### config.mk
export PLATFORM = sky130hd
export DESIGN_NAME = immGen
export DESIGN_NICKNAME = d
export VERILOG_FILES = /design/src/rtl/corePkg.sv /design/src/rtl/immGen.sv
export SDC_FILE = /design/constraint.sdc
export NUM_CORES = 1
export LEC_CHECK = 0
export ABC_AREA = 1
export BUFFER_PORTS_ARGS = -buffer_cell sky130_fd_sc_hd__buf_4
export CAP_MARGIN = 15
export CORE_MARGIN = 1
export CORE_UTILIZATION = 35
export DETAILED_ROUTE_END_ITERATION = 12
export PLACE_DENSITY = 0.88
export SLEW_MARGIN = 20
export SYNTH_ARGS = -nofsm -noshare
export SYNTH_HDL_FRONTEND = slang
export SYNTH_SLANG_ARGS = --single-unit
export TNS_END_PERCENT = 30
### constraint.sdc
create_clock -name vclk -period 1.4
set_clock_uncertainty 0.1 [all_clocks]
set_input_delay 0 -clock vclk [all_inputs]
set_output_delay 0 -clock vclk [all_outputs]
set_load 0.005 [all_outputs]
### src/rtl/corePkg.sv
`default_nettype none

package corePkg;

    typedef logic [63:0] xlen_t;       // Register and data word
    typedef logic [31:0] instr_t;      // Raw instruction
    typedef logic [4:0]  regAddr_t;    // x0..x31

    localparam xlen_t RESET_PC = 64'h0000_0000_8000_0000;

    // Major opcodes, instr[6:0]
    localparam logic [6:0] OPC_LOAD   = 7'b0000011;
    localparam logic [6:0] OPC_STORE  = 7'b0100011;
    localparam logic [6:0] OPC_BRANCH = 7'b1100011;
    localparam logic [6:0] OPC_JAL    = 7'b1101111;
    localparam logic [6:0] OPC_JALR   = 7'b1100111;
    localparam logic [6:0] OPC_OPIMM  = 7'b0010011;
    localparam logic [6:0] OPC_OP     = 7'b0110011;
    localparam logic [6:0] OPC_LUI    = 7'b0110111;
    localparam logic [6:0] OPC_AUIPC  = 7'b0010111;

    typedef enum logic [3:0] {
        ALU_ADD   = 4'd0,
        ALU_SUB   = 4'd1,
        ALU_SLL   = 4'd2,
        ALU_SLT   = 4'd3,
        ALU_SLTU  = 4'd4,
        ALU_XOR   = 4'd5,
        ALU_SRL   = 4'd6,
        ALU_SRA   = 4'd7,
        ALU_OR    = 4'd8,
        ALU_AND   = 4'd9,
        ALU_PASSB = 4'd10,             // lui
        ALU_BAD   = 4'd15              // Illegal encoding
    } aluOp_e;

    // Same coding as memToReg
    typedef enum logic [1:0] {
        WB_ALU   = 2'b00,
        WB_MEM   = 2'b01,
        WB_PC4   = 2'b10,              // jal / jalr link
        WB_PCIMM = 2'b11               // auipc
    } wbSel_e;

    typedef enum logic [2:0] {
        BR_NONE = 3'd0,
        BR_EQ   = 3'd1,
        BR_NE   = 3'd2,
        BR_LT   = 3'd3,
        BR_GE   = 3'd4
    } branch_e;

    typedef enum logic [1:0] {
        JMP_NONE = 2'd0,
        JMP_JAL  = 2'd1,
        JMP_JALR = 2'd2
    } jump_e;

    // Access length in bytes
    typedef enum logic [2:0] {
        LEN_NONE = 3'd0,
        LEN_BYTE = 3'd1,
        LEN_HALF = 3'd2,
        LEN_WORD = 3'd4
    } memLen_e;

    typedef struct packed {
        aluOp_e  aluOp;
        wbSel_e  wbSel;
        branch_e branch;
        logic    branchUnsigned;       // bltu / bgeu
        jump_e   jump;
        logic    regWrite;
        logic    memWrite;
        logic    memRead;
        memLen_e memLen;
        logic    memSigned;
        logic    aluSrcImm;            // Second ALU operand from imm
    } ctrl_t;

    typedef struct packed {
        xlen_t   addr;
        xlen_t   wdata;                // Store bytes in the low end
        memLen_e len;
        logic    we;
    } dataReq_t;

endpackage

`default_nettype wire

### src/rtl/immGen.sv
`default_nettype none

module immGen (
    input  wire corePkg::instr_t instr,
    output corePkg::xlen_t       imm
);

    logic [6:0] opcode;
    logic       sign;                  // Immediate sign is always instr[31]

    assign opcode = instr[6:0];
    assign sign   = instr[31];

    always_comb begin
        case (opcode)
            // I format
            corePkg::OPC_LOAD,
            corePkg::OPC_OPIMM,
            corePkg::OPC_JALR:
                imm = {{52{sign}}, instr[31:20]};
            // S format
            corePkg::OPC_STORE:
                imm = {{52{sign}}, instr[31:25], instr[11:7]};
            // B format, bit 0 implied zero
            corePkg::OPC_BRANCH:
                imm = {{51{sign}}, sign, instr[7], instr[30:25], instr[11:8], 1'b0};
            // U format, sign-extended above bit 31
            corePkg::OPC_LUI,
            corePkg::OPC_AUIPC:
                imm = {{32{sign}}, instr[31:12], 12'b0};
            // J format
            corePkg::OPC_JAL:
                imm = {{43{sign}}, sign, instr[19:12], instr[20], instr[30:21], 1'b0};
            default:
                imm = '0;                  // R type has none
        endcase
    end

endmodule

`default_nettype wire

==> flow_summary_export.csv <==
group,metric,value,unit
route,antenna_left,0,
setup_path,crit_type,"primary input to primary output",
sta,timing.final.crit_share,0.8767,
synthesis,yosysTopAreaCell,"nand2_1",
floorplan,core_area,0.002734,sq mm
synthesis,synth_top_area_share,0.2591,
status,outcome,"finished clean",
layout,nClkBuffers,0,
power,powerDensity,151.3,mW/mm^2
floorplan,die_h,55.45,um
synthesis,ys_types,14,
route,drcViolationCount,0,
global_routing,antenna_found_initial,0,
clock_tree,cts_resized,0,
global_routing,grt_pass1_vias,1083,
setup_path,startpoint,"instr[3]",
placement,place.gp.congestion,0.7926,
synthesis,synth_commonest_cells,"nand2_1, buf_4, nand3_1, nor2_1, inv_1",
sta,tightest_slew,0.2392,ns
global_routing,grt_pass1_wl,4.416,mm
global_routing,grt_start_max_net_pins,27,
layout,seq_cell_count,0,
route,vias,1299,
global_routing,gr-usage-all-layers,0.1644,
synthesis,synth_nets,227,
sta,fin_setup_tns,0,ns
sta,maxSlewHeadroom,0.8399,
layout,nets,299,
floorplan,die-area,0.003074,sq mm
synthesis,avgSynthCellArea,5.127,sq um
synthesis,synthTopCellsByArea,"nand2_1, buf_4, nand3_1",
sta,max_freq,814.7,MHz
synthesis,synth_cells,195,
sta,maxSlewViolCount,0,
setup_path,worstSetupEndpointType,"primary output",
synthesis,ys_seq_area_frac,0,
power,p_leak,1.114,nW
worst_hold_path,worstHoldStart,"instr[19]",
setup_path,crit_path_max_fanout,26,
clock_tree,postCtsSetupBuffers,0,
floorplan,pin_count,96,
synthesis,yosysWarnings,0,
route,viasPerCell,4.389,
placement,dpl_cell_area,0.001556,sq mm
placement,port_buffers,96,
sta,fin_crit,1.227,ns
layout,finish.instance_area,0.001564,sq mm
layout,fillers,292,
layout,antenna-diode-count,0,
setup_path,required,1.30,ns
route,drt_iter0_markers,27,
layout,drive_gt1_frac,0.4604,
route,first_pass_iters,4,
run,maxCapViolCount,0,
placement,dp_slack,0.08492,ns
floorplan,start_util,0.3657,
sta,setup_viol,0,
placement,place_hpwl,2.217,mm
power,peakVddDrop,0.00009591,V
global_routing,overflow,0,
setup_path,cp.arrival,1.13,ns
synthesis,syn_area,999.7,sq um
synthesis,synth_most_common_cell,"nand2_1",
layout,seqCellArea,0,sq um
route,wl_per_cell,9.193,um
sta,rsz0062_at_grt,"false",
layout,syn2layout_area_growth,56.45,%
sta,hold_viol,0,
floorplan,floorplan.rows,19,
clock_tree,hold_buffers,0,
setup_path,startpoint_type,"primary input",
floorplan,die_w,55.45,um
sta,worst_slack,0.1726,ns
worst_hold_path,hold_path_class,"primary input to primary output",
route,finalWirelength,2.721,mm
## stage by stage
stage / total power, W / instances / hold slack [ns] / util
floorplan: 0.0001057 / 195 / -0.009181 / -
detailed placement: 0.0002372 / 295 / 0.1661 / 0.5693
global placement: 0.0002328 / 295 / 0.1639 / 0.5693
CTS: 0.0002376 / 295 / 0.1663 / 0.5693
finish: 0.0002367 / 296 / 0.1664 / 0.5721
global route: 0.0002576 / 296 / 0.1850 / 0.5721
## metal layers
metal  share of wire  vias to the layer above  global-route usage
li1                -                      707                   -
met1            0.41                      533              0.1971
met2            0.50                       59              0.3184
met3           0.087                        0             0.02576
met4               0                        0            0.007143
met5               0                        -                   0
## report_power, final
part / total [W] / internal, W / switching (W)
Combinational: 0.000237 / 0.000132 / 0.000105
Sequential: 0 / 0 / 0
Clock: 0 / 0 / 0
Total: 0.000237 / 0.000132 / 0.000105
## critical path: stages
cell and delay [ns]:
buf_4 0.11, inv_1 0.06, nand2_1 0.08, nor2_4 0.17, nand2_1 0.11, nor2_1 0.15
nor2_1 0.07, nand2_2 0.10, buf_12 0.16, buf_4 0.12
## cell usage in the layout, fill, tap and decap left out, drive strengths merged
cell / netlist / routed
o21ai: 8 / 8
nand2: 78 / 78
nor2: 25 / 25
buf: 36 / 106
nand3: 27 / 27
inv: 21 / 21
## cells by family (layout without fill, tap and decap cells)
| logic type | after synthesis | count (layout) | synth area share |
|---|---|---|---|
| compound gates | 8 | 8 | 0.04004 |
| buf+inv | 57 | 127 | 0.3642 |
| simple gates | 130 | 130 | 0.5957 |
## cell type report
class                      count  area, sq um  share of cell area
multi-input combinational    138        638.1              0.4080
tap                           31        38.79             0.02480
inverter                      21        78.83             0.05040
timing repair buffer         106        808.3              0.5168
## path summary, 6_finish.rpt
kind,cells past startpoint,to
worst max-delay path,10,imm[59]
worst min-delay path,4,imm[19]
Power figures use the tool's default switching activity.
