File: config.mk
export PLATFORM = sky130hd
export DESIGN_NAME = loadStoreUnit
export DESIGN_NICKNAME = d
export VERILOG_FILES = /design/src/rtl/corePkg.sv /design/src/rtl/loadStoreUnit.sv
export SDC_FILE = /design/constraint.sdc
export NUM_CORES = 1
export LEC_CHECK = 0
export ABC_AREA = 1
export ABC_CLOCK_PERIOD_IN_PS = 3360
export BUFFER_PORTS_ARGS = -buffer_cell sky130_fd_sc_hd__buf_4
export CAP_MARGIN = 20
export CORE_AREA = 2 2 160 162
export DETAILED_ROUTE_END_ITERATION = 16
export DIE_AREA = 0 0 162 164
export PLACE_DENSITY_LB_ADDON = 0.3
export RECOVER_POWER = 100
export SYNTH_ARGS = -nofsm -noshare
export SYNTH_HDL_FRONTEND = slang
export SYNTH_SLANG_ARGS = --single-unit
File: constraint.sdc
create_clock -name vclk -period 3.36
set_input_delay 0 -clock vclk [all_inputs]
set_output_delay 0 -clock vclk [all_outputs]
set_load 0.02 [all_outputs]
File: src/rtl/corePkg.sv
`default_nettype none

package corePkg;

    typedef logic [63:0] xlen_t;       // Register and data word
    typedef logic [31:0] instr_t;      // Raw instruction
    typedef logic [4:0]  regAddr_t;    // x0..x31

    localparam xlen_t RESET_PC = 64'h0000_0000_8000_0000;

    // Major opcodes, instr[6:0]
    localparam logic [6:0] OPC_LOAD   = 7'b0000011;
    localparam logic [6:0] OPC_STORE  = 7'b0100011;
    localparam logic [6:0] OPC_BRANCH = 7'b1100011;
    localparam logic [6:0] OPC_JAL    = 7'b1101111;
    localparam logic [6:0] OPC_JALR   = 7'b1100111;
    localparam logic [6:0] OPC_OPIMM  = 7'b0010011;
    localparam logic [6:0] OPC_OP     = 7'b0110011;
    localparam logic [6:0] OPC_LUI    = 7'b0110111;
    localparam logic [6:0] OPC_AUIPC  = 7'b0010111;

    typedef enum logic [3:0] {
        ALU_ADD   = 4'd0,
        ALU_SUB   = 4'd1,
        ALU_SLL   = 4'd2,
        ALU_SLT   = 4'd3,
        ALU_SLTU  = 4'd4,
        ALU_XOR   = 4'd5,
        ALU_SRL   = 4'd6,
        ALU_SRA   = 4'd7,
        ALU_OR    = 4'd8,
        ALU_AND   = 4'd9,
        ALU_PASSB = 4'd10,             // lui
        ALU_BAD   = 4'd15              // Illegal encoding
    } aluOp_e;

    // Same coding as memToReg
    typedef enum logic [1:0] {
        WB_ALU   = 2'b00,
        WB_MEM   = 2'b01,
        WB_PC4   = 2'b10,              // jal / jalr link
        WB_PCIMM = 2'b11               // auipc
    } wbSel_e;

    typedef enum logic [2:0] {
        BR_NONE = 3'd0,
        BR_EQ   = 3'd1,
        BR_NE   = 3'd2,
        BR_LT   = 3'd3,
        BR_GE   = 3'd4
    } branch_e;

    typedef enum logic [1:0] {
        JMP_NONE = 2'd0,
        JMP_JAL  = 2'd1,
        JMP_JALR = 2'd2
    } jump_e;

    // Access length in bytes
    typedef enum logic [2:0] {
        LEN_NONE = 3'd0,
        LEN_BYTE = 3'd1,
        LEN_HALF = 3'd2,
        LEN_WORD = 3'd4
    } memLen_e;

    typedef struct packed {
        aluOp_e  aluOp;
        wbSel_e  wbSel;
        branch_e branch;
        logic    branchUnsigned;       // bltu / bgeu
        jump_e   jump;
        logic    regWrite;
        logic    memWrite;
        logic    memRead;
        memLen_e memLen;
        logic    memSigned;
        logic    aluSrcImm;            // Second ALU operand from imm
    } ctrl_t;

    typedef struct packed {
        xlen_t   addr;
        xlen_t   wdata;                // Store bytes in the low end
        memLen_e len;
        logic    we;
    } dataReq_t;

endpackage

`default_nettype wire

File: src/rtl/loadStoreUnit.sv
`default_nettype none

module loadStoreUnit (
    input  wire                 rstN,
    input  wire corePkg::ctrl_t ctrl,
    input  wire corePkg::xlen_t addr,
    input  wire corePkg::xlen_t storeData,
    input  wire corePkg::xlen_t dataRData,
    output corePkg::dataReq_t   dataReq,
    output corePkg::xlen_t      loadData
);

    corePkg::xlen_t lenMask;           // Bytes covered by the access
    corePkg::xlen_t extended;

    always_comb begin
        case (ctrl.memLen)
            corePkg::LEN_BYTE: lenMask = 64'h0000_0000_0000_00ff;
            corePkg::LEN_HALF: lenMask = 64'h0000_0000_0000_ffff;
            corePkg::LEN_WORD: lenMask = 64'h0000_0000_ffff_ffff;
            default:           lenMask = '0;
        endcase
    end

    always_comb begin
        dataReq.addr  = addr;
        dataReq.wdata = storeData & lenMask;     // Upper bytes zero
        dataReq.len   = ctrl.memLen;
        dataReq.we    = ctrl.memWrite & rstN;    // No stores in reset
    end

    // Read data arrives in the low bytes
    always_comb begin
        case (ctrl.memLen)
            corePkg::LEN_BYTE:
                extended = {{56{ctrl.memSigned & dataRData[7]}}, dataRData[7:0]};
            corePkg::LEN_HALF:
                extended = {{48{ctrl.memSigned & dataRData[15]}}, dataRData[15:0]};
            corePkg::LEN_WORD:
                extended = {{32{ctrl.memSigned & dataRData[31]}}, dataRData[31:0]};
            default:
                extended = '0;
        endcase
    end

    assign loadData = ctrl.memRead ? extended : '0;

endmodule

`default_nettype wire

==> impl_metrics.csv <==
group,metric,value,unit
status,status,"completed",
global_route,grt_pass1_wl,9170,µm
clocking,hold_buffers,0,
placement,io_buffers,171,
finish,fin_util,9.286,%
power,pwr-share-clk,0,%
synth,yosys-top-cells-count,"132 x buf_4, 62 x inv_1, 38 x nand2_1",
placement,hpwlAfterDp,5577,µm
finish,seq_cell_count,0,
finish,stdcell_area,2305,µm²
timing,max_slew_margin,47.36,%
power,power_switching,0.0001732,W
route,post_drt_wl_per_cell,9.431,µm
finish,multi_input_comb_area,690.7,µm²
floorplan,fp.dieW,162,µm
finish,antenna_cells,0,
timing,tns,0,ns
setup_path,worst_ep_required_time,3.36,ns
synth,synth.most_common_cell,"buf_4",
timing,period_share,66.63,%
timing,rsz0062_at_grt,"no",
worst_hold_path,hold_class,"in2out",
placement,place_congestion,0.6462,
setup_path,start_kind,"primary input",
timing,clock.fmax,0.4467,GHz
power,p_leak,1.365,nW
setup_path,critPathArrivalTime,2.24,ns
setup_path,cp_slowest_stage_delay,0.60,ns
finish,areaGrowthSynthToFinish,20.47,%
synth,yosysTopAreaCell,"buf_4",
route,vias_per_cell,2.604,
timing,slew_violations,0,
route,drt_wl_total,6790,µm
power,power_density,115.8,nW/µm²
timing,hold_violations,0,
synth,synth_area_leaders,"buf_4 52%, inv_1 12%, nand3_1 7.6%",
route,ant_nets,0,
synth,avgSynthCellArea,5.850,µm²
timing,setup_viol,0,
global_route,track_usage,4.433,%
synth,synth_cell_types,17,
synth,ys_warn_count,0,
flow_run,cap_violations,0,
setup_path,worstPathMaxFanout,18,
global_route,grt_max_degree,33,
global_route,grt_pass1_vias,1643,
synth,syn_inst,327,
synth,synth_area,1913,µm²
setup_path,worstPathCellList,"buf_4 -> nor2_4 -> nand2_1 -> nand3_1 -> nand2_4 -> nor2_1 -> clkbuf_1",
clocking,cts_resized,0,
timing,tightest_slew,0.7887,ns
floorplan,coreArea,24820,µm²
finish,drive_gt1_share,23.85,%
finish,fin_nets,605,
setup_path,path_class,"in2out",
floorplan,start_util,7.708,%
setup_path,critPathCaptureType,"output pin",
floorplan,rows,58,
route,drt_iter0_markers,68,
placement,placed_area,2681,µm²
power,intPower,0.00009370,W
synth,netlist.area_leader.share,51.80,%
finish,n_fill_cell,3041,
global_route,grt.overflow.total,0,
global_route,antenna_found_initial,0,
timing,min_period,2.239,ns
route,vias,1875,
power,vdd_drop_max,0.03848,mV
floorplan,io_pins,409,
floorplan,die_area,26570,µm²
setup_path,crit_path_top_delay_cell,"nand3_1",
power,finalPower,0.0002669,W
clocking,cts_setup_buffers,0,
power,p_comb_share,100.0,%
route,dr.pass1.iters,4,
finish,regArea,0,µm²
power,swShare,64.90,%
power,seq_power_share,0,%
floorplan,dieHeight,164,µm
finish,clock_buffers,0,
synth,ys_seq_area_share,0,%
route,drc,0,
through the flow:
step,hold slack [ns],worst slack [ns],std cells
final,0.000008833,1.121,720
after global routing,0.00003196,0.6793,720
after CTS,0.0001367,1.402,720
after detailed placement,0.0001367,1.401,720
after global placement,0.0001367,1.431,720
after floorplan,0.1126,2.031,358
critical path: cells and delay by family:
family,cells,cell delay [ns]
and+or+nand+nor,5,1.84
buffers and inverters,2,0.39
power groups by stage:
stage / Clock [W] / Combinational (W) / Sequential, W
floorplan: 0 / 0.000315 / 0
global placement: 0 / 0.000308 / 0
detailed placement: 0 / 0.000308 / 0
CTS: 0 / 0.000309 / 0
global route: 0 / 0.000296 / 0
finish: 0 / 0.000267 / 0
worst paths after layout:
kind,start,to,slack [ns],depth (start not counted)
hold / removal,addr[16],dataReq[84],0.000009,0
setup / recovery,ctrl[2],loadData[1],1.12,7
per-layer routing:
layer / routed length (µm) / global-route usage [%]
met2: 3358 / 8.375
met3: 929 / 1.515
met4: 269 / 1.770
met1: 2231 / 4.454
met5: 0 / 0
cells by family after synthesis:
family / after synthesis / synth area share [%]
AOI/OAI and AO/OA: 8 / 2.093
buffers and inverters: 204 / 67.36
other: 1 / 0.1960
and+or+nand+nor: 114 / 30.35
placed cells by master, fill, tap and decap left out, types with 2 or more instances in the layout:
| master | instances |
|---|---|
| clkbuf_1 | 87 |
| buf_4 | 84 |
| inv_1 | 63 |
| nand2_1 | 40 |
| nand3_1 | 34 |
| nor2_1 | 33 |
| conb_1 | 32 |
| a21oi_1 | 8 |
| inv_2 | 2 |
| nand3_2 | 2 |
final cells by class:
class / count / share of cell area (%)
inverters: 65 / 10.59
multi-input cells: 154 / 29.97
well taps: 330 / 17.92
repair buffers: 171 / 41.53
(Power assumes the default switching activity.)
