[src/rtl/corePkg.sv]
`default_nettype none

package corePkg;

    typedef logic [63:0] xlen_t;       // Register and data word
    typedef logic [31:0] instr_t;      // Raw instruction
    typedef logic [4:0]  regAddr_t;    // x0..x31

    localparam xlen_t RESET_PC = 64'h0000_0000_8000_0000;

    // Major opcodes, instr[6:0]
    localparam logic [6:0] OPC_LOAD   = 7'b0000011;
    localparam logic [6:0] OPC_STORE  = 7'b0100011;
    localparam logic [6:0] OPC_BRANCH = 7'b1100011;
    localparam logic [6:0] OPC_JAL    = 7'b1101111;
    localparam logic [6:0] OPC_JALR   = 7'b1100111;
    localparam logic [6:0] OPC_OPIMM  = 7'b0010011;
    localparam logic [6:0] OPC_OP     = 7'b0110011;
    localparam logic [6:0] OPC_LUI    = 7'b0110111;
    localparam logic [6:0] OPC_AUIPC  = 7'b0010111;

    typedef enum logic [3:0] {
        ALU_ADD   = 4'd0,
        ALU_SUB   = 4'd1,
        ALU_SLL   = 4'd2,
        ALU_SLT   = 4'd3,
        ALU_SLTU  = 4'd4,
        ALU_XOR   = 4'd5,
        ALU_SRL   = 4'd6,
        ALU_SRA   = 4'd7,
        ALU_OR    = 4'd8,
        ALU_AND   = 4'd9,
        ALU_PASSB = 4'd10,             // lui
        ALU_BAD   = 4'd15              // Illegal encoding
    } aluOp_e;

    // Same coding as memToReg
    typedef enum logic [1:0] {
        WB_ALU   = 2'b00,
        WB_MEM   = 2'b01,
        WB_PC4   = 2'b10,              // jal / jalr link
        WB_PCIMM = 2'b11               // auipc
    } wbSel_e;

    typedef enum logic [2:0] {
        BR_NONE = 3'd0,
        BR_EQ   = 3'd1,
        BR_NE   = 3'd2,
        BR_LT   = 3'd3,
        BR_GE   = 3'd4
    } branch_e;

    typedef enum logic [1:0] {
        JMP_NONE = 2'd0,
        JMP_JAL  = 2'd1,
        JMP_JALR = 2'd2
    } jump_e;

    // Access length in bytes
    typedef enum logic [2:0] {
        LEN_NONE = 3'd0,
        LEN_BYTE = 3'd1,
        LEN_HALF = 3'd2,
        LEN_WORD = 3'd4
    } memLen_e;

    typedef struct packed {
        aluOp_e  aluOp;
        wbSel_e  wbSel;
        branch_e branch;
        logic    branchUnsigned;       // bltu / bgeu
        jump_e   jump;
        logic    regWrite;
        logic    memWrite;
        logic    memRead;
        memLen_e memLen;
        logic    memSigned;
        logic    aluSrcImm;            // Second ALU operand from imm
    } ctrl_t;

    typedef struct packed {
        xlen_t   addr;
        xlen_t   wdata;                // Store bytes in the low end
        memLen_e len;
        logic    we;
    } dataReq_t;

endpackage

`default_nettype wire

[src/rtl/instrDecoder.sv]
`default_nettype none

module instrDecoder (
    input  wire corePkg::instr_t instr,
    output corePkg::ctrl_t       ctrl
);

    logic [6:0] opcode;
    logic [2:0] func3;
    logic [6:0] func7;
    logic [5:0] shamtF;                // Bits above the 6-bit shamt

    assign opcode = instr[6:0];
    assign func3  = instr[14:12];
    assign func7  = instr[31:25];
    assign shamtF = instr[31:26];

    always_comb begin
        ctrl       = '0;               // No writes, no branch, ALU result to rd
        ctrl.aluOp = corePkg::ALU_ADD; // Address adds for loads, stores, jumps

        case (opcode)
            corePkg::OPC_OP: begin
                ctrl.regWrite = 1'b1;
                case ({func7, func3})
                    10'b0000000_000: ctrl.aluOp = corePkg::ALU_ADD;
                    10'b0100000_000: ctrl.aluOp = corePkg::ALU_SUB;
                    10'b0000000_001: ctrl.aluOp = corePkg::ALU_SLL;
                    10'b0000000_010: ctrl.aluOp = corePkg::ALU_SLT;
                    10'b0000000_011: ctrl.aluOp = corePkg::ALU_SLTU;
                    10'b0000000_100: ctrl.aluOp = corePkg::ALU_XOR;
                    10'b0000000_101: ctrl.aluOp = corePkg::ALU_SRL;
                    10'b0100000_101: ctrl.aluOp = corePkg::ALU_SRA;
                    10'b0000000_110: ctrl.aluOp = corePkg::ALU_OR;
                    10'b0000000_111: ctrl.aluOp = corePkg::ALU_AND;
                    default:         ctrl.aluOp = corePkg::ALU_BAD;
                endcase
            end
            corePkg::OPC_OPIMM: begin
                ctrl.regWrite  = 1'b1;
                ctrl.aluSrcImm = 1'b1;
                case (func3)
                    3'b000: ctrl.aluOp = corePkg::ALU_ADD;
                    3'b010: ctrl.aluOp = corePkg::ALU_SLT;
                    3'b011: ctrl.aluOp = corePkg::ALU_SLTU;
                    3'b100: ctrl.aluOp = corePkg::ALU_XOR;
                    3'b110: ctrl.aluOp = corePkg::ALU_OR;
                    3'b111: ctrl.aluOp = corePkg::ALU_AND;
                    3'b001: begin      // slli
                        if (shamtF == 6'b000000) ctrl.aluOp = corePkg::ALU_SLL;
                        else                     ctrl.aluOp = corePkg::ALU_BAD;
                    end
                    default: begin     // srli / srai
                        if (shamtF == 6'b000000)      ctrl.aluOp = corePkg::ALU_SRL;
                        else if (shamtF == 6'b010000) ctrl.aluOp = corePkg::ALU_SRA;
                        else                          ctrl.aluOp = corePkg::ALU_BAD;
                    end
                endcase
            end
            corePkg::OPC_LOAD: begin
                ctrl.regWrite  = 1'b1;
                ctrl.memRead   = 1'b1;
                ctrl.aluSrcImm = 1'b1;
                ctrl.wbSel     = corePkg::WB_MEM;
                ctrl.memSigned = ~func3[2];    // lb lh lw, lw sign-extends on RV64
                case (func3)
                    3'b000, 3'b100: ctrl.memLen = corePkg::LEN_BYTE;
                    3'b001, 3'b101: ctrl.memLen = corePkg::LEN_HALF;
                    3'b010:         ctrl.memLen = corePkg::LEN_WORD;
                    default:        ctrl.aluOp  = corePkg::ALU_BAD;  // ld, lwu
                endcase
            end
            corePkg::OPC_STORE: begin
                ctrl.memWrite  = 1'b1;
                ctrl.aluSrcImm = 1'b1;
                case (func3)
                    3'b000:  ctrl.memLen = corePkg::LEN_BYTE;
                    3'b001:  ctrl.memLen = corePkg::LEN_HALF;
                    3'b010:  ctrl.memLen = corePkg::LEN_WORD;
                    default: ctrl.aluOp  = corePkg::ALU_BAD;         // sd
                endcase
            end
            corePkg::OPC_BRANCH: begin
                ctrl.aluOp          = corePkg::ALU_SUB;
                ctrl.branchUnsigned = func3[1];
                case (func3)
                    3'b000:         ctrl.branch = corePkg::BR_EQ;
                    3'b001:         ctrl.branch = corePkg::BR_NE;
                    3'b100, 3'b110: ctrl.branch = corePkg::BR_LT;
                    3'b101, 3'b111: ctrl.branch = corePkg::BR_GE;
                    default:        ctrl.aluOp  = corePkg::ALU_BAD;
                endcase
            end
            corePkg::OPC_JAL: begin
                ctrl.jump     = corePkg::JMP_JAL;
                ctrl.regWrite = 1'b1;
                ctrl.wbSel    = corePkg::WB_PC4;
            end
            corePkg::OPC_JALR: begin
                ctrl.jump      = corePkg::JMP_JALR;
                ctrl.regWrite  = 1'b1;
                ctrl.aluSrcImm = 1'b1;
                ctrl.wbSel     = corePkg::WB_PC4;
                if (func3 != 3'b000) ctrl.aluOp = corePkg::ALU_BAD;
            end
            corePkg::OPC_LUI: begin
                ctrl.aluOp     = corePkg::ALU_PASSB;  // imm straight through
                ctrl.aluSrcImm = 1'b1;
                ctrl.regWrite  = 1'b1;
            end
            corePkg::OPC_AUIPC: begin
                ctrl.regWrite = 1'b1;
                ctrl.wbSel    = corePkg::WB_PCIMM;
            end
            default: ctrl.aluOp = corePkg::ALU_BAD;
        endcase

        // Illegal instruction turns into a bubble
        if (ctrl.aluOp == corePkg::ALU_BAD) begin
            ctrl       = '0;
            ctrl.aluOp = corePkg::ALU_BAD;
        end
    end

endmodule

`default_nettype wire

[config.mk]
export PLATFORM = sky130hd
export DESIGN_NAME = instrDecoder
export DESIGN_NICKNAME = d
export VERILOG_FILES = /design/src/rtl/corePkg.sv /design/src/rtl/instrDecoder.sv
export SDC_FILE = /design/constraint.sdc
export NUM_CORES = 1
export LEC_CHECK = 0
export BUFFER_PORTS_ARGS = -buffer_cell sky130_fd_sc_hd__buf_2
export CORE_MARGIN = 8
export CORE_UTILIZATION = 46
export DETAILED_ROUTE_END_ITERATION = 6
export GPL_TIMING_DRIVEN = 0
export MAX_ROUTING_LAYER = met4
export PLACE_DENSITY_LB_ADDON = 0.1
export SETUP_SLACK_MARGIN = 0.5
export SYNTH_ARGS = -nofsm -noshare
export SYNTH_HDL_FRONTEND = slang
export SYNTH_SLANG_ARGS = --single-unit
export TNS_END_PERCENT = 50
[constraint.sdc]
create_clock -name vclk -period 3.5
set_input_delay 0.525 -clock vclk [all_inputs]
set_output_delay 0.525 -clock vclk [all_outputs]
set_load 0.05 [all_outputs]
==> results of run 1 <==
-- cells by family after synthesis --
group           count (synthesis)  share of synthesized area (%)
xor+xnor                        1                           1.25
compound gates                 32                           34.9
buf+inv                         9                           9.43
mux                             1                           1.60
simple gates                   62                           52.8
-- layout by cell type (no fill, tap or decap), drive strengths merged, types with 2 or more instances in the layout --
cell / n
a211oi: 4
a21oi: 5
a31oi: 3
a32oi: 2
and3: 3
buf: 39
clkbuf: 3
inv: 2
nand2: 10
nand2b: 5
nand3b: 2
nor2: 15
nor2b: 3
nor3: 6
nor3b: 3
nor4: 2
o21ai: 8
o31ai: 2
or2: 2
or2b: 2
or3: 4
-- synth_stat cells, drive strengths merged (3+ instances only) --
| cell | number |
|---|---|
| a211oi | 4 |
| a21oi | 5 |
| a31oi | 3 |
| and3 | 3 |
| buf | 4 |
| clkbuf | 3 |
| nand2 | 10 |
| nand2b | 5 |
| nor2 | 15 |
| nor2b | 3 |
| nor3 | 6 |
| nor3b | 3 |
| o21ai | 8 |
| or3 | 4 |
-- worst max-delay path by stage --
stage,startpoint,to,slack (ps),depth (start not counted)
finish,instr[27],ctrl[6],550,8
global route,instr[27],ctrl[6],480,8
CTS,instr[27],ctrl[0],500,8
detailed placement,instr[27],ctrl[6],440,8
global placement,instr[27],ctrl[10],460,7
floorplan,instr[27],ctrl[10],410,6
-- metrics by stage --
stage,total power [mW],setup WS (ps)
6_report,0.0850,546
5_1_grt,0.0913,480
4_1_cts,0.0817,505
3_5_place_dp,0.0808,435
3_3_place_gp,0.0786,460
2_1_floorplan,0.0548,409
-- layout make-up --
cell class / instances / share of cell area, %
buffer: 7 / 6.32
inverter: 2 / 0.789
multi-input combinational: 96 / 70.5
tap: 16 / 2.11
timing repair buffer: 35 / 20.3
-- power by group --
part           internal (mW)  total [mW]  switching, mW
Clock                      0           0              0
Sequential                 0           0              0
Combinational         0.0327      0.0850         0.0523
-- routing by layer --
layer  vias to the layer above  track usage (%)
li1                        471                -
met1                       471             18.4
met2                        41             31.9
met3                         2            0.802
met4                         0             1.20
met5                         -                -
-- timing repair --
item	4_1_cts	5_1_grt
gates resized for setup	3	11
setup endpoints to repair	4	4
cloned	0	0
pin swaps	0	1
-- worst max-delay path, delay by kind of cell --
family / cells / cell delay, ps
simple gates: 4 / 1130
buf+inv: 2 / 270
compound gates: 2 / 500
==> metrics.cfg, run 1 <==
[status]
outcome=finished, final reports clean

[layout]
drive_above_1_share_pct=45.0
nFlopsAndLatches=0
fin_cells=156
synthToLayoutAreaGrowth_pct=35.2
fin_util_pct=64.6
multi_input_area_um2=671
seq_area_um2=0
n_antenna_cell=0
fill_cells=138
clock_buffers=0
nets=174
post-route-cell-area_um2=951

[routing]
wl_met2_mm=1.34
wl_met3_um=195
dr.pass1.iters=4
wl_per_cell_um=16.1
drc=0
first_iter_violations=51
routed.top_layer=met4
ant_nets=0
num_vias=985
routed_wl_mm=2.52
wl_met1_um=970
viasPerCell=6.31

[logic_synthesis]
yosysTopAreaCellShare_pct=8.01
yosys.area.top_type=nor2_1
synthesis.nets=137
synth_area_leaders=nor2_1 8.0%, o21ai_0 5.7%, nand2_1 5.3%
syn_area_um2=703
yosys_warnings=0
syn-instance-count=105
yosys.cell_types.count=46
yosysSeqAreaShare_pct=0
postSynthAreaPerCell_um2=6.70

[timing]
period_share_pct=84.4
slew_violations=0
rsz0062_at_grt=yes
tightest_slew_ps=678
fin_setup_tns_ps=0
min_period_ps=2950
finalHoldViolations=0
max_freq_mhz=338
slew_headroom_pct=54.2
holdWs_ps=1540
setup_violations=0

[floorplan]
dieArea_mm2=0.00304
die_h_um=55.1
ioPinCount=52
die_w_um=55.1
initial_core_util_pct=47.8
coreArea_mm2=0.00147
rows=14

[setup_path]
start_kind=input pin
arrival_ps=2430
critPathMaxFanout=4
crit_chain=buf_2 > or3_4 > or4_4 > nand2b_2 > a221oi_2 > o32a_4 > nor3b_2 > buf_6
slowest_delay_ps=430
required_ps=2970
worst-setup-path-type=in2out
endpoint_kind=output pin
cpMaxStageDelayCell=or4_4

[global_routing]
antenna_found_initial=0
grt_max_degree=11
first_global_vias=949
grt_usage_pct=16.4
grt_overflow=0
grt_pass1_wl_mm=3.90

[clock_tree]
postCtsSetupBuffers=0
holdBufCountCts=0

[placement]
dp_cells=156
gp_congestion=0.871
dpl.hpwl_mm=1.98
place_area_um2=911
numPortBuffers=35

[hold_path]
worstHoldStart=instr[0]
holdPathEnd=ctrl[0]
worstHoldPathCells=4
hp-class=in2out

[pwr]
p_leak_nw=0.386
powerDensity_mw_per_mm2=89.4
peakVddDrop_mv=0.0627

[job]
maxCapViolCount=0

Power figures use the tool's default switching activity.
==> inputs of run 2 (changes only) <==
CORE_UTILIZATION = 39   (was 46)
clock period = 2.49 ns   (was 3.5 ns; I/O delays follow)
==> metrics.cfg, run 2 (same netlist as run 1, synthesis figures left out) <==
[layout]
seq_area_um2=0
drive_above_1_share_pct=57.3
fin_cells=175
layout_common_cells=22 x buf_6, 14 x buf_4, 13 x nor2_1, 11 x buf_2, 8 x nand2_1
final_common_cell=buf_6
fin_util_pct=78.9
nets=184
synthToLayoutAreaGrowth_pct=91.6
nFlopsAndLatches=0
n_antenna_cell=0
clock_buffers=0

[timing]
slew_headroom_pct=72.5
rsz0062_at_grt=yes
tightest_slew_ps=409
fin_setup_tns_ps=-579
max_freq_mhz=380
min_period_ps=2630
period_share_pct=106
setup_ws_ps=-145
finalHoldViolations=0
setup_violations=5
slew_violations=0

[placement]
pre_cts_slack_ps=-323
dpl.hpwl_mm=1.91
gp_congestion=0.899
dp_cells=165
numPortBuffers=35

[clock_tree]
holdBufCountCts=0

[pwr]
p_total_mw=0.167
p_leak_nw=0.557
powerDensity_mw_per_mm2=124
peakVddDrop_mv=0.0887

[floorplan]
die_w_um=58.5
rows=15
coreArea_mm2=0.00171
initial_core_util_pct=41.2
dieArea_mm2=0.00342
ioPinCount=52
die_h_um=58.5

[routing]
dr.pass1.iters=4
wl_met2_mm=1.54
num_vias=1073
drc=0
wl_per_cell_um=17.9
first_iter_violations=42
routed.top_layer=met4
ant_nets=0
viasPerCell=6.13
routed_wl_mm=3.14
wl_met1_mm=1.21
wl_met3_um=268

[job]
maxCapViolCount=0

[global_routing]
grt_pass1_wl_mm=4.26
grt_overflow=0
antenna_found_initial=0
grt_max_degree=11
grt_usage_pct=15.0
first_global_vias=944

[setup_path]
cpMostUsedCell=buf_6
endpoint=ctrl[0]
cp-startpoint=instr[27]
endpoint_kind=output pin
required_ps=2120
worst-setup-path-type=in2out
arrival_ps=2260
critPathMaxFanout=4
start_kind=input pin
crit_chain=buf_6 > or3_4 > or4_4 > nand2b_4 > a221oi_4 > o32a_4 > nor3_4 > buf_6
slowest_delay_ps=460
cpMaxStageDelayCell=or4_4

[status]
violations=setup timing
outcome=complete, but fails checks

[hold_path]
hp-class=in2out

## run 2: worst max-delay path, delay by kind of cell
family,cells,cell delay [ps]
AO/OA/AOI/OAI,2,470
AND/OR/NAND/NOR,4,1160
buffers and inverters,2,260
## run 2: repair_timing
| action | in CTS | in global routing |
|---|---|---|
| endpoints found under the setup margin | 19 | 19 |
| hold endpoints to repair | 0 | 0 |
| pin swaps | 5 | 6 |
| gates resized for setup | 43 | 29 |
| setup buffers | 6 | 4 |
## run 2: final cells by class
type	count	area [µm²]
plain buffers	7	76.3
fillers	119	360
inverters	2	7.51
multi-input cells	96	828
well taps	25	31.3
repair buffers	45	404
## run 2: stage by stage
step	instance area [µm²]	hold slack (ps)
finish	1350	1210
global route	1350	1220
CTS	1220	1200
detailed placement	1020	1250
global placement	1020	1230
floorplan	810	967
## run 2: per-layer routing
layer / global-route usage [%] / vias to the layer above
li1: - / 492
met1: 19.3 / 489
met2: 26.3 / 80
met3: 0.652 / 12
met4: 0.699 / 0
met5: - / -
## run 2: power by group
group | switching [mW] | internal, mW
Sequential | 0 | 0
Clock | 0 | 0
Combinational | 0.0947 | 0.0727
## run 2: worst min-delay path by stage
stage	slack, ps	cells after the start	endpoint	startpoint
global placement	1230	3	ctrl[8]	instr[3]
CTS	1200	4	ctrl[2]	instr[12]
finish	1210	4	ctrl[1]	instr[5]
global route	1220	3	ctrl[8]	instr[3]
detailed placement	1250	3	ctrl[8]	instr[3]
floorplan	970	2	ctrl[3]	instr[13]
==> inputs of run 3 (changes only) <==
MAX_ROUTING_LAYER = default   (was met4)
SLEW_MARGIN = 20   (was default)
==> metrics.cfg, run 3 (same netlist as run 1, synthesis figures left out) <==
[layout]
nets=179
post-route-cell-area_mm2=0.00124
drive_above_1_share_pct=55.9
synthToLayoutAreaGrowth_pct=76.7
nFlopsAndLatches=0
n_antenna_cell=0
final_common_cell=buf_2
layout_common_cells=17 x buf_2, 14 x nor2_1, 13 x buf_6, 11 x buf_4, 9 x nand2_1
fin_cells=170
clock_buffers=0
seq_area_um2=0

[clock_tree]
holdBufCountCts=0

[setup_path]
required_ps=2120
path_buf_inv=2
cp-startpoint=instr[27]
cpMostUsedCell=buf_6
cp_top_family=simple AND/OR/NAND/NOR gates
worst-setup-path-type=in2out
slowest_delay_ps=470
critPathMaxFanout=4
endpoint_kind=output pin
cpMaxStageDelayCell=or4_4
start_kind=input pin
arrival_ps=2260
crit_chain=buf_6 > or3_4 > or4_4 > nand2b_4 > a221oi_2 > o32a_4 > nor3b_4 > buf_6

[timing]
setup_violations=5
setup_ws_ps=-143
slew_headroom_pct=77.6
rsz0062_at_grt=yes
slew_violations=0
fin_setup_tns_ps=-499
max_freq_mhz=380
finalHoldViolations=0
min_period_ps=2630
tightest_slew_ps=332
period_share_pct=106

[floorplan]
rows=15
die_w_um=58.5
ioPinCount=52
dieArea_mm2=0.00342
coreArea_mm2=0.00171
die_h_um=58.5
initial_core_util_pct=41.2

[global_routing]
antenna_found_initial=0
grt_max_degree=11
grt_usage_pct=15.3
grt_overflow=0
grt_pass1_wl_mm=4.41
first_global_vias=952

[status]
outcome=complete, but fails checks
violations=setup timing

[routing]
drc=0
first_iter_violations=26
routed_wl_mm=2.72
ant_nets=0
num_vias=996
viasPerCell=5.86
wl_per_cell_um=16.0
dr.pass1.iters=4

[placement]
gp_congestion=0.884
numPortBuffers=35
dp_cells=165
place_area_mm2=0.00102
dpl.hpwl_mm=1.94

[hold_path]
worstHoldPathCells=4
worstHoldStart=instr[5]
hp-class=in2out
holdPathEnd=ctrl[1]

[job]
maxCapViolCount=0

[pwr]
peakVddDrop_mv=0.0669
p_total_mw=0.153
powerDensity_mw_per_mm2=123
p_leak_nw=0.511

-- run 3: cell count changes in the layout (fill, tap and decap cells not counted), sizes merged --
cell  previous run  this run
buf             50        45
-- run 3: metrics by stage --
step	setup WS (ps)	utilization, %	hold slack, ps
floorplan	-86.5	-	967
global placement	-305	59.5	1230
detailed placement	-355	59.5	1250
CTS	-118	71.6	1190
global route	-179	72.7	1220
finish	-143	72.7	1190
-- run 3: final cells by class --
cell class	instances	area, µm²
plain buffers	7	80.1
fillers	122	465
inverters	2	7.51
multi-input cells	96	802
well taps	25	31.3
repair buffers	40	322
-- run 3: layer usage --
layer	vias to the layer above	track usage (%)	share of wire [%]
met5	-	0	0
met4	0	1.40	1.3
met3	4	1.52	6.8
met2	46	28.2	51
met1	468	19.1	41
li1	478	-	-
-- run 3: repair_timing --
item | in CTS | in global routing
cloned | 0 | 0
gates resized for setup | 49 | 4
pin swaps | 6 | 4
endpoints found under the setup margin | 19 | 19
buffers inserted | 4 | 1
-- run 3: tightest hold or removal path, delay by kind of cell --
kind	cells	cell delay (ps)
simple gates	1	40
buf+inv	3	400
-- run 3: worst max path at each step --
stage	slack (ps)	endpoint	depth (start not counted)
after floorplan	-90	ctrl[10]	6
after global placement	-300	ctrl[0]	7
after detailed placement	-350	ctrl[10]	7
after CTS	-120	ctrl[10]	8
after global routing	-180	ctrl[10]	8
final	-140	ctrl[10]	8
-- run 3: power breakdown --
part	switching, mW	internal, mW
logic	0.0867	0.0662
clock network	0	0
registers	0	0
